File: src/riscv_isa_pkg.sv
// RV32I base encodings only, no compressed or extension opcodes
// Widths are fixed at 32 bits throughout

package riscv_isa_pkg;

    // ------------------------------------------------------------------
    // Widths
    // ------------------------------------------------------------------
    localparam int CPU_INST_BITS = 32;          // Instruction word
    localparam int CPU_ADDR_BITS = 32;          // PC
    localparam int CPU_DATA_BITS = 32;          // Register and immediate data

    // Architectural register file
    localparam int REG_ADDR_BITS = 5;
    localparam int NUM_ARCH_REGS = 32;          // x0..x31

    // ------------------------------------------------------------------
    // Major opcodes, inst[6:0]
    // ------------------------------------------------------------------
    localparam logic [6:0] OPC_LUI       = 7'b0110111;
    localparam logic [6:0] OPC_AUIPC     = 7'b0010111;
    localparam logic [6:0] OPC_JAL       = 7'b1101111;
    localparam logic [6:0] OPC_JALR      = 7'b1100111;
    localparam logic [6:0] OPC_BRANCH    = 7'b1100011;  // BEQ..BGEU
    localparam logic [6:0] OPC_LOAD      = 7'b0000011;
    localparam logic [6:0] OPC_STORE     = 7'b0100011;
    localparam logic [6:0] OPC_ARI_ITYPE = 7'b0010011;  // ADDI, shifts by imm
    localparam logic [6:0] OPC_ARI_RTYPE = 7'b0110011;  // Reg-reg ALU ops
    localparam logic [6:0] OPC_CSR       = 7'b1110011;  // SYSTEM space

    // ------------------------------------------------------------------
    // funct3 codes, inst[14:12]
    // ------------------------------------------------------------------
    // Default ALU op for address and link arithmetic
    localparam logic [2:0] FNC_ADD_SUB = 3'b000;

    // Right shifts, funct7 picks logical or arithmetic
    localparam logic [2:0] FNC_SRL_SRA = 3'b101;

endpackage
File: src/uarch_pkg.sv
// Front-end datapath types for a fixed two-lane pipe
// Operand words are 32 bits, register indices live in the low 5 bits

package uarch_pkg;

    localparam int PIPE_WIDTH    = 2;   // Lanes per bundle
    localparam int PHYS_TAG_BITS = 6;   // 64 physical registers

    typedef logic [PHYS_TAG_BITS-1:0] phys_tag_t;

    // ------------------------------------------------------------------
    // Operands
    // ------------------------------------------------------------------
    // Register reference view of an operand word
    typedef struct packed {
        logic [riscv_isa_pkg::CPU_DATA_BITS-riscv_isa_pkg::REG_ADDR_BITS-1:0] zero;
        logic [riscv_isa_pkg::REG_ADDR_BITS-1:0]                              idx;
    } reg_ref_t;

    // Same word, read as immediate/PC or as a register index
    typedef union packed {
        logic [riscv_isa_pkg::CPU_DATA_BITS-1:0] data;
        reg_ref_t                                tag;
    } operand_t;

    // Decoded instruction record
    typedef struct packed {
        logic [riscv_isa_pkg::CPU_ADDR_BITS-1:0] pc;
        logic [6:0]                              opcode;
        logic [riscv_isa_pkg::REG_ADDR_BITS-1:0] rd;
        logic                                    has_rd;
        logic [2:0]                              uop_0;     // ALU op
        logic [2:0]                              uop_1;     // Branch compare
        logic [6:0]                              funct7;
        logic                                    br_taken;  // Unconditional jumps
        logic                                    is_valid;
        operand_t                                src_0_a;   // PC or rs1
        operand_t                                src_0_b;   // rs2 or immediate
        operand_t                                src_1_a;   // Always rs1
        operand_t                                src_1_b;   // Always rs2
    } instruction_t;

    // ------------------------------------------------------------------
    // Bundles
    // ------------------------------------------------------------------
    typedef struct packed {
        logic [PIPE_WIDTH-1:0][riscv_isa_pkg::CPU_ADDR_BITS-1:0] pc;
        logic [PIPE_WIDTH-1:0][riscv_isa_pkg::CPU_INST_BITS-1:0] inst;
    } fetch_pkt_t;

    typedef struct packed {
        instruction_t inst;
        phys_tag_t    pdst;     // Zero when nothing allocated
        phys_tag_t    prs1;
        phys_tag_t    prs2;
    } renamed_t;

    typedef instruction_t [PIPE_WIDTH-1:0] inst_bundle_t;
    typedef renamed_t     [PIPE_WIDTH-1:0] ren_bundle_t;

endpackage

File: src/frontend_top.sv
// Buffer, decode and rename in series, two cycles from buffer head to output
// Stall flows backwards as a level from backend_rdy

`timescale 1ns/100ps

module frontend_top #(
    parameter int BUF_DEPTH = 4             // Power of two, 2 or more
) (
    input  logic                   clk,
    input  logic                   flush,
    input  logic                   fetch_val,
    input  uarch_pkg::fetch_pkt_t  fetch_pkt,
    output logic                   fetch_rdy,
    input  logic                   backend_rdy,
    output uarch_pkg::ren_bundle_t renamed,
    output logic                   out_val
);

    // ------------------------------------------------------------------
    // Stage links
    // ------------------------------------------------------------------
    logic                    buf_val;
    uarch_pkg::fetch_pkt_t   buf_pkt;
    logic                    decode_rdy;
    logic                    rename_rdy;
    uarch_pkg::inst_bundle_t decoded_insts;

    inst_buffer #(.BUF_DEPTH(BUF_DEPTH)) u_buf (
        .clk        (clk),
        .flush      (flush),
        .fetch_val  (fetch_val),
        .fetch_pkt  (fetch_pkt),
        .fetch_rdy  (fetch_rdy),
        .buf_val    (buf_val),
        .buf_pkt    (buf_pkt),
        .decode_rdy (decode_rdy)
    );

    decode u_decode (
        .clk           (clk),
        .flush         (flush),
        .buf_val       (buf_val),
        .buf_pkt       (buf_pkt),
        .decode_rdy    (decode_rdy),
        .rename_rdy    (rename_rdy),
        .decoded_insts (decoded_insts)
    );

    rename u_rename (
        .clk           (clk),
        .flush         (flush),
        .decoded_insts (decoded_insts),
        .rename_rdy    (rename_rdy),
        .backend_rdy   (backend_rdy),
        .renamed       (renamed),
        .out_val       (out_val)
    );

endmodule

File: src/rename.sv
// Map table rename with a wrapping tag allocator, tags are never reclaimed
// Tags 0..31 hold the reset identity map, allocation cycles through 32..63

`timescale 1ns/100ps

module rename (
    input  logic                    clk,
    input  logic                    flush,
    // From decode
    input  uarch_pkg::inst_bundle_t decoded_insts,
    output logic                    rename_rdy,
    // To backend
    input  logic                    backend_rdy,
    output uarch_pkg::ren_bundle_t  renamed,
    output logic                    out_val
);

    localparam uarch_pkg::phys_tag_t FIRST_FREE_TAG =
        uarch_pkg::phys_tag_t'(riscv_isa_pkg::NUM_ARCH_REGS);

    uarch_pkg::phys_tag_t map_table [riscv_isa_pkg::NUM_ARCH_REGS];
    uarch_pkg::phys_tag_t alloc_ptr;        // Next tag to hand out
    uarch_pkg::phys_tag_t ptr_mid;          // After lane 0
    uarch_pkg::phys_tag_t ptr_next;         // After lane 1

    logic [riscv_isa_pkg::REG_ADDR_BITS-1:0] rs1 [uarch_pkg::PIPE_WIDTH];
    logic [riscv_isa_pkg::REG_ADDR_BITS-1:0] rs2 [uarch_pkg::PIPE_WIDTH];
    logic [riscv_isa_pkg::REG_ADDR_BITS-1:0] rd  [uarch_pkg::PIPE_WIDTH];
    logic [uarch_pkg::PIPE_WIDTH-1:0]        alloc;

    uarch_pkg::ren_bundle_t renamed_next;

    // Wrap 63 back to 32, arch identity tags stay untouched
    function automatic uarch_pkg::phys_tag_t next_tag(input uarch_pkg::phys_tag_t t);
        return (t == '1) ? FIRST_FREE_TAG : t + 1'b1;
    endfunction

    assign rename_rdy = backend_rdy;

    // ------------------------------------------------------------------
    // Tag lookup and allocation
    // ------------------------------------------------------------------
    always_comb begin
        for (int i = 0; i < uarch_pkg::PIPE_WIDTH; i++) begin
            rs1[i]   = decoded_insts[i].src_1_a.tag.idx;
            rs2[i]   = decoded_insts[i].src_1_b.tag.idx;
            rd[i]    = decoded_insts[i].rd;
            alloc[i] = decoded_insts[i].is_valid && decoded_insts[i].has_rd && (rd[i] != '0);
        end

        ptr_mid  = alloc[0] ? next_tag(alloc_ptr) : alloc_ptr;
        ptr_next = alloc[1] ? next_tag(ptr_mid) : ptr_mid;

        // Lane 0 reads the table as is
        renamed_next[0].inst = decoded_insts[0];
        renamed_next[0].pdst = alloc[0] ? alloc_ptr : '0;
        renamed_next[0].prs1 = map_table[rs1[0]];
        renamed_next[0].prs2 = map_table[rs2[0]];

        // Lane 1 sees lane 0's new mapping
        renamed_next[1].inst = decoded_insts[1];
        renamed_next[1].pdst = alloc[1] ? ptr_mid : '0;
        renamed_next[1].prs1 = (alloc[0] && rs1[1] == rd[0]) ? renamed_next[0].pdst
                                                             : map_table[rs1[1]];
        renamed_next[1].prs2 = (alloc[0] && rs2[1] == rd[0]) ? renamed_next[0].pdst
                                                             : map_table[rs2[1]];
    end

    // ------------------------------------------------------------------
    // State update, only when the backend takes the bundle
    // ------------------------------------------------------------------
    always_ff @(posedge clk or posedge flush) begin
        if (flush) begin
            for (int i = 0; i < riscv_isa_pkg::NUM_ARCH_REGS; i++) begin
                map_table[i] <= uarch_pkg::phys_tag_t'(i);  // Identity
            end
            alloc_ptr <= FIRST_FREE_TAG;
            renamed   <= '0;
        end else if (backend_rdy) begin
            if (alloc[0]) begin
                map_table[rd[0]] <= renamed_next[0].pdst;
            end
            if (alloc[1]) begin
                map_table[rd[1]] <= renamed_next[1].pdst;   // Later lane wins
            end
            alloc_ptr <= ptr_next;
            renamed   <= renamed_next;
        end
    end

    assign out_val = renamed[0].inst.is_valid | renamed[1].inst.is_valid;

endmodule

File: src/decode.sv
// Two-lane RV32I decoder with one register stage toward rename
// Loads and CSR ops carry a zero immediate, JALR uses the J layout

`timescale 1ns/100ps

module decode (
    input  logic                    clk,
    input  logic                    flush,
    // From instruction buffer
    input  logic                    buf_val,
    input  uarch_pkg::fetch_pkt_t   buf_pkt,
    output logic                    decode_rdy,
    // To rename
    input  logic                    rename_rdy,
    output uarch_pkg::inst_bundle_t decoded_insts
);

    // ------------------------------------------------------------------
    // Immediate generation
    // ------------------------------------------------------------------
    function automatic logic [riscv_isa_pkg::CPU_DATA_BITS-1:0] gen_imm(
        input logic [riscv_isa_pkg::CPU_INST_BITS-1:0] inst
    );
        case (inst[6:0])
            riscv_isa_pkg::OPC_ARI_ITYPE:                           // I
                return {{20{inst[31]}}, inst[31:20]};
            riscv_isa_pkg::OPC_STORE:                               // S
                return {{20{inst[31]}}, inst[31:25], inst[11:7]};
            riscv_isa_pkg::OPC_BRANCH:                              // B
                return {{20{inst[31]}}, inst[7], inst[30:25], inst[11:8], 1'b0};
            riscv_isa_pkg::OPC_LUI, riscv_isa_pkg::OPC_AUIPC:       // U
                return {inst[31:12], 12'b0};
            riscv_isa_pkg::OPC_JAL, riscv_isa_pkg::OPC_JALR:        // J for both jumps
                return {{12{inst[31]}}, inst[19:12], inst[20], inst[30:21], 1'b0};
            default:
                return '0;
        endcase
    endfunction

    // ------------------------------------------------------------------
    // Per-lane decode
    // ------------------------------------------------------------------
    function automatic uarch_pkg::instruction_t decode_inst(
        input logic [riscv_isa_pkg::CPU_ADDR_BITS-1:0] pc,
        input logic [riscv_isa_pkg::CPU_INST_BITS-1:0] inst,
        input logic                                    val
    );
        uarch_pkg::instruction_t d;
        logic [2:0]              funct3;
        logic [6:0]              opc;

        funct3 = inst[14:12];
        opc    = inst[6:0];

        d                  = '0;
        d.pc               = pc;
        d.opcode           = opc;
        d.rd               = inst[11:7];
        d.src_1_a.tag.idx  = inst[19:15];   // rs1, upper bits stay zero
        d.src_1_b.tag.idx  = inst[24:20];   // rs2

        // Legal opcode and a live head packet
        case (opc)
            riscv_isa_pkg::OPC_LUI, riscv_isa_pkg::OPC_AUIPC, riscv_isa_pkg::OPC_JAL,
            riscv_isa_pkg::OPC_JALR, riscv_isa_pkg::OPC_BRANCH, riscv_isa_pkg::OPC_LOAD,
            riscv_isa_pkg::OPC_STORE, riscv_isa_pkg::OPC_ARI_ITYPE,
            riscv_isa_pkg::OPC_ARI_RTYPE, riscv_isa_pkg::OPC_CSR:
                d.is_valid = val;
            default:
                d.is_valid = 1'b0;
        endcase

        // Writes a destination
        case (opc)
            riscv_isa_pkg::OPC_LUI, riscv_isa_pkg::OPC_AUIPC, riscv_isa_pkg::OPC_JAL,
            riscv_isa_pkg::OPC_JALR, riscv_isa_pkg::OPC_LOAD,
            riscv_isa_pkg::OPC_ARI_ITYPE, riscv_isa_pkg::OPC_ARI_RTYPE:
                d.has_rd = 1'b1;
            default:
                d.has_rd = 1'b0;
        endcase

        d.br_taken = (opc == riscv_isa_pkg::OPC_JAL) || (opc == riscv_isa_pkg::OPC_JALR);

        // First operand, PC-relative ops take the PC
        case (opc)
            riscv_isa_pkg::OPC_AUIPC, riscv_isa_pkg::OPC_JAL, riscv_isa_pkg::OPC_BRANCH:
                d.src_0_a.data    = pc;
            default:
                d.src_0_a.tag.idx = inst[19:15];
        endcase

        // Second operand
        if (opc == riscv_isa_pkg::OPC_ARI_RTYPE) begin
            d.src_0_b.tag.idx = inst[24:20];
        end else begin
            d.src_0_b.data    = gen_imm(inst);
        end

        // ALU op
        case (opc)
            riscv_isa_pkg::OPC_ARI_RTYPE, riscv_isa_pkg::OPC_ARI_ITYPE,
            riscv_isa_pkg::OPC_LOAD, riscv_isa_pkg::OPC_STORE:
                d.uop_0 = funct3;
            default:
                d.uop_0 = riscv_isa_pkg::FNC_ADD_SUB;
        endcase

        d.uop_1 = (opc == riscv_isa_pkg::OPC_BRANCH) ? funct3 : 3'b000;

        // funct7 only where it selects the op (SUB, SRA)
        if (opc == riscv_isa_pkg::OPC_ARI_RTYPE ||
            (opc == riscv_isa_pkg::OPC_ARI_ITYPE && funct3 == riscv_isa_pkg::FNC_SRL_SRA)) begin
            d.funct7 = inst[31:25];
        end

        return d;
    endfunction

    uarch_pkg::inst_bundle_t decoded_next;

    assign decode_rdy = rename_rdy;         // Stall passes straight back

    always_comb begin
        for (int i = 0; i < uarch_pkg::PIPE_WIDTH; i++) begin
            decoded_next[i] = decode_inst(buf_pkt.pc[i], buf_pkt.inst[i], buf_val);
        end
    end

    // Pipeline register, bubbles load as all-zero records
    always_ff @(posedge clk or posedge flush) begin
        if (flush) begin
            decoded_insts <= '0;
        end else if (decode_rdy) begin
            decoded_insts <= buf_val ? decoded_next : '0;
        end
    end

endmodule

File: src/inst_buffer.sv
// Fetch packet queue, BUF_DEPTH must be a power of two (2 or more)
// A packet offered while fetch_rdy is low is dropped

`timescale 1ns/100ps

module inst_buffer #(
    parameter int BUF_DEPTH = 4
) (
    input  logic                  clk,
    input  logic                  flush,
    // Fetch side
    input  logic                  fetch_val,    // One-cycle strobe
    input  uarch_pkg::fetch_pkt_t fetch_pkt,
    output logic                  fetch_rdy,
    // Decode side
    output logic                  buf_val,
    output uarch_pkg::fetch_pkt_t buf_pkt,
    input  logic                  decode_rdy
);

    localparam int PTR_BITS = $clog2(BUF_DEPTH);
    localparam int CNT_BITS = $clog2(BUF_DEPTH + 1);

    uarch_pkg::fetch_pkt_t mem [BUF_DEPTH];     // Packet storage

    logic [PTR_BITS-1:0] wr_ptr;
    logic [PTR_BITS-1:0] rd_ptr;
    logic [CNT_BITS-1:0] count;                 // Packets held
    logic                push;
    logic                pop;

    // ------------------------------------------------------------------
    // Status and head
    // ------------------------------------------------------------------
    assign fetch_rdy = (count < CNT_BITS'(BUF_DEPTH));
    assign buf_val   = (count != '0);
    assign buf_pkt   = mem[rd_ptr];             // Head, valid with buf_val

    assign push = fetch_val && fetch_rdy;
    assign pop  = buf_val && decode_rdy;

    // Storage write
    always_ff @(posedge clk) begin
        if (push) begin
            mem[wr_ptr] <= fetch_pkt;
        end
    end

    // ------------------------------------------------------------------
    // Pointers and occupancy
    // ------------------------------------------------------------------
    always_ff @(posedge clk or posedge flush) begin
        if (flush) begin
            wr_ptr <= '0;
            rd_ptr <= '0;
            count  <= '0;
        end else begin
            if (push) begin
                wr_ptr <= wr_ptr + 1'b1;        // Wraps at power of two
            end
            if (pop) begin
                rd_ptr <= rd_ptr + 1'b1;
            end
            case ({push, pop})
                2'b10:   count <= count + 1'b1;
                2'b01:   count <= count - 1'b1;
                default: count <= count;        // Idle, or push and pop together
            endcase
        end
    end

endmodule

File: config.mk
export PLATFORM = sky130hd
export DESIGN_NAME = frontend_top
export DESIGN_NICKNAME = d
export VERILOG_FILES = /design/src/riscv_isa_pkg.sv /design/src/uarch_pkg.sv /design/src/frontend_top.sv /design/src/rename.sv /design/src/decode.sv /design/src/inst_buffer.sv
export SDC_FILE = /design/constraint.sdc
export NUM_CORES = 2
export LEC_CHECK = 0
export BUFFER_PORTS_ARGS = -buffer_cell sky130_fd_sc_hd__buf_2
export CAP_MARGIN = 10
export CORE_UTILIZATION = 40
export DETAILED_ROUTE_END_ITERATION = 10
export HOLD_SLACK_MARGIN = 0.08
export PLACE_DENSITY = 0.63
export SLEW_MARGIN = 20
export SYNTH_ARGS = -nofsm -noshare
export SYNTH_HDL_FRONTEND = slang
export SYNTH_SLANG_ARGS = --single-unit
File: constraint.sdc
create_clock -name clk -period 24.7 [get_ports clk]
set_input_delay 3.705 -clock clk [delete_from_list [all_inputs] [get_ports clk]]
set_output_delay 3.705 -clock clk [all_outputs]
set_load 0.05 [all_outputs]
==> results.yml <==
status:
  status: "finished, final reports clean"
worst_setup_path:
  worst-path-buf-inv: 5
  r2r_setup_slack_ps: 19520
  r2r_end: "u_decode.decoded_insts[78]$_DFFE_PP0P_"
  reg2reg_depth: 7
  path_class: "input port to flip-flop"
  slowest_stage: "buf_4"
  crit_chain: "buf_8 -> buf_4 -> buf_4 -> buf_4 -> buf_4 -> mux2_2"
  critPathLaunchType: "input port"
  cp_max_fo: 72
  cp_top_family: "buffers and inverters"
  worstPathRequired_ps: 25360
  critPathArrivalTime_ps: 7490
  crit-reg2reg-launch: "u_buf.rd_ptr[0]$_DFFE_PP0P_"
  path_common_cell: "buf_4"
  cp-end-kind: "flip-flop"
  max_stage_delay_ps: 820
detailed_routing:
  wirelength_um: 169500
  dr.pass1.iters: 6
  drt_iter0_drc: 3454
  final_antenna_net_count: 0
  wl_per_cell_um: 27.25
  vias_per_cell: 5.871
  route.detailed.drc: 0
  vias: 36520
floorplanning:
  die_w_um: 380.3
  num_io_pins: 546
  core_um2: 141800
  die_h_um: 380.3
  start_util: 0.4037
  rows: 138
  die-area_um2: 144600
synth:
  synth-seq-cells: 1289
  syn_inst: 3832
  yosysTopAreaCellShare: 0.3043
  synth_largest_area_cell: "dfrtp_1"
  synth_edf_count: 512
  avgSynthCellArea_um2: 14.94
  synthArstFlopShare: 0.6028
  yosysSeqAreaShare: 0.6101
  yosysWarnings: 0
  syn_area_um2: 57230
  synthTopCellsByArea: "dfrtp_1 (30%), edfxtp_1 (27%), mux4_2 (14%)"
  yosysUniqueCellTypes: 80
  synth_top_flop_cell: "dfrtp_1"
finish:
  nNetsFinal: 4346
  fill_cells: 12330
  syn_to_final_growth_pct: 15.04
  final_layout_size_suffix_gt1_frac: 0.3462
global_routing:
  grt.overflow.total: 0
  grt_pass1_vias: 36430
  grt_max_degree: 166
  grt_usage: 0.2324
  grt_pass1_wl_um: 250700
  antenna_found_initial: 38
pwr:
  power.switching_w: 0.002974
  ir_worst_vdd_v: 0.00009244
  power_w: 0.007785
  cellPowerDensity_nw_per_um2: 118.2
  power_frac_seq: 0.387
  leakagePower_nw: 26.74
  switching_share: 0.3821
  clkPwrFrac: 0.280
  combPwrFrac: 0.333
  p_int_w: 0.004811
clock_network:
  numCtsBuffers: 139
  cts_setup_buffers: 0
  cts.sinks: 1289
  clkTransAtPathRegs_ps: 60
  cts.path.max_buffers: 3
  tritoncts: "built"
  ctsHoldBuffers: 0
  cts-root-buf: "clkbuf_16"
  clk_latency_ps: 790
  cts_resized: 0
  htree_num_levels: 4
timing:
  max_freq_ghz: 0.1464
  max-slew-margin-rel: 0.1733
  tightest_slew_ps: 1235
  drv_slew: 0
  hold_violations: 0
  rsz0062_at_grt: "false"
  setup_violations: 0
  period_share: 0.2765
  fin_skew_ps: 44.36
  period_needed_ps: 6829
  tns_ps: 0
placement:
  globalplace.congestion: 0.9403
  io_buffers: 437
  dp_hpwl_um: 112300
worst_hold_path:
  hp-start: "u_rename.map_table[188]$_DFFE_PP0P_"
  min_path_cells: 0
  hp-class: "flip-flop to flip-flop"
  min_to: "u_rename.map_table[188]$_DFFE_PP0P_"
run:
  cap_viol_max_count: 0
## power groups by stage
stage	registers (W)	logic, W	clock network, W
final	0.00301	0.00259	0.00218
after global routing	0.00305	0.00272	0.00230
after CTS	0.00301	0.00258	0.00222
after detailed placement	0.00304	0.00257	0
after global placement	0.00303	0.00256	0
after floorplan	0.00330	0.00146	0
## cell type report
cell class,instances,area [µm²],share of cell area
flip-flops and latches,1289,34950,0.5309
multi-input cells,2169,20490,0.3113
clock buffers,201,3965,0.06022
repair buffers,502,2743,0.04166
well taps,1890,2365,0.03592
clock inverters,58,897.1,0.01363
inverters,105,407.9,0.006195
diodes,6,15.01,0.0002281
## how the worst max path moves through the flow
stage / from / end / slack [ps] / depth (start not counted)
6_report: backend_rdy / u_rename.renamed[312]$_DFFE_PP0P_ / 17870 / 6
2_1_floorplan: flush / u_buf.count[0]$_DFFE_PP0P_ / 10400 / 1
3_5_place_dp: backend_rdy / u_rename.renamed[294]$_DFFE_PP0P_ / 17090 / 6
4_1_cts: backend_rdy / u_rename.renamed[312]$_DFFE_PP0P_ / 17920 / 6
3_3_place_gp: backend_rdy / u_rename.renamed[314]$_DFFE_PP0P_ / 17130 / 6
5_1_grt: backend_rdy / u_rename.renamed[312]$_DFFE_PP0P_ / 17690 / 6
## cell usage in the layout (no fill, tap or decap), types with 10 or more instances in the layout
| cell | n |
|---|---|
| dfrtp_1 | 682 |
| edfxtp_1 | 512 |
| buf_2 | 436 |
| mux4_2 | 354 |
| mux2_2 | 272 |
| nor2_1 | 203 |
| nand2_1 | 200 |
| o22ai_1 | 187 |
| a21oi_1 | 167 |
| clkbuf_16 | 142 |
| a22o_1 | 136 |
| o21ai_0 | 115 |
| conb_1 | 108 |
| inv_1 | 98 |
| dfstp_2 | 81 |
| o2bb2ai_1 | 77 |
| buf_4 | 61 |
| mux2i_1 | 43 |
| clkbuf_1 | 40 |
| a21o_1 | 34 |
| nor2b_1 | 20 |
| clkbuf_8 | 19 |
| nand3_1 | 16 |
| o22a_1 | 15 |
| clkinv_2 | 15 |
| xnor2_1 | 14 |
| o21a_1 | 13 |
| a22oi_1 | 13 |
| nand2b_1 | 13 |
| bufinv_16 | 12 |
| or2_2 | 11 |
| and2_1 | 11 |
| a21oi_2 | 11 |
| clkinvlp_4 | 11 |
| o2bb2ai_2 | 10 |
## layer usage
metal  part of all wire  GRT usage
met1               0.39     0.2990
met2               0.46     0.3593
met3               0.12    0.09668
met4              0.029    0.06668
met5             0.0013          0
## registers in the layout (all words and copies together), names as in the netlist
name / flops
u_buf.rd_ptr: 2
u_buf.wr_ptr: 2
u_decode.decoded_insts: 268
u_rename.renamed: 304
u_rename.map_table: 192
u_rename.alloc_ptr: 6
u_buf.mem: 512
u_buf.count: 3
## cells in the mapped netlist, types with 16 or more instances
| library cell | n |
|---|---|
| buf_1 | 31 |
| a22o_1 | 136 |
| clkbuf_1 | 200 |
| mux4_2 | 354 |
| mux2i_1 | 44 |
| o22ai_1 | 187 |
| nand2_1 | 201 |
| buf_4 | 110 |
| o21ai_0 | 115 |
| a21o_1 | 34 |
| a21oi_1 | 167 |
| dfstp_2 | 81 |
| edfxtp_1 | 512 |
| nor2_1 | 203 |
| o2bb2ai_1 | 77 |
| mux2_2 | 272 |
| nor2b_1 | 20 |
| buf_2 | 30 |
| dfrtp_1 | 696 |
| nand3_1 | 16 |
| inv_1 | 101 |
## per-stage QoR
| stage | std cells | setup slack [ps] | hold slack (ps) | utilization | area [µm²] |
|---|---|---|---|---|---|
| 6_report | 6220 | 17870 | 445.9 | 0.4644 | 65840 |
| 5_1_grt | 6218 | 17690 | 457.5 | 0.4644 | 65830 |
| 4_1_cts | 6213 | 17920 | 442.6 | 0.4641 | 65800 |
| 3_5_place_dp | 5954 | 17090 | 429.4 | 0.4298 | 60930 |
| 3_3_place_gp | 5954 | 17130 | 424.0 | 0.4298 | 60930 |
| 2_1_floorplan | 3939 | 10400 | 447.6 | - | 57640 |
## cell families after synthesis
| kind of cell | count (synthesis) | synth area share |
|---|---|---|
| AOI/OAI and AO/OA | 827 | 0.1001 |
| xor gates and xnor gates | 24 | 0.003673 |
| adders and majority gates | 8 | 0.001880 |
| buffers and inverters | 481 | 0.04014 |
| DFF | 1289 | 0.6101 |
| muxes | 677 | 0.2037 |
| other | 1 | 0.00006552 |
| and+or+nand+nor | 525 | 0.04031 |
Note: power is estimated with default switching activity, not from simulation.
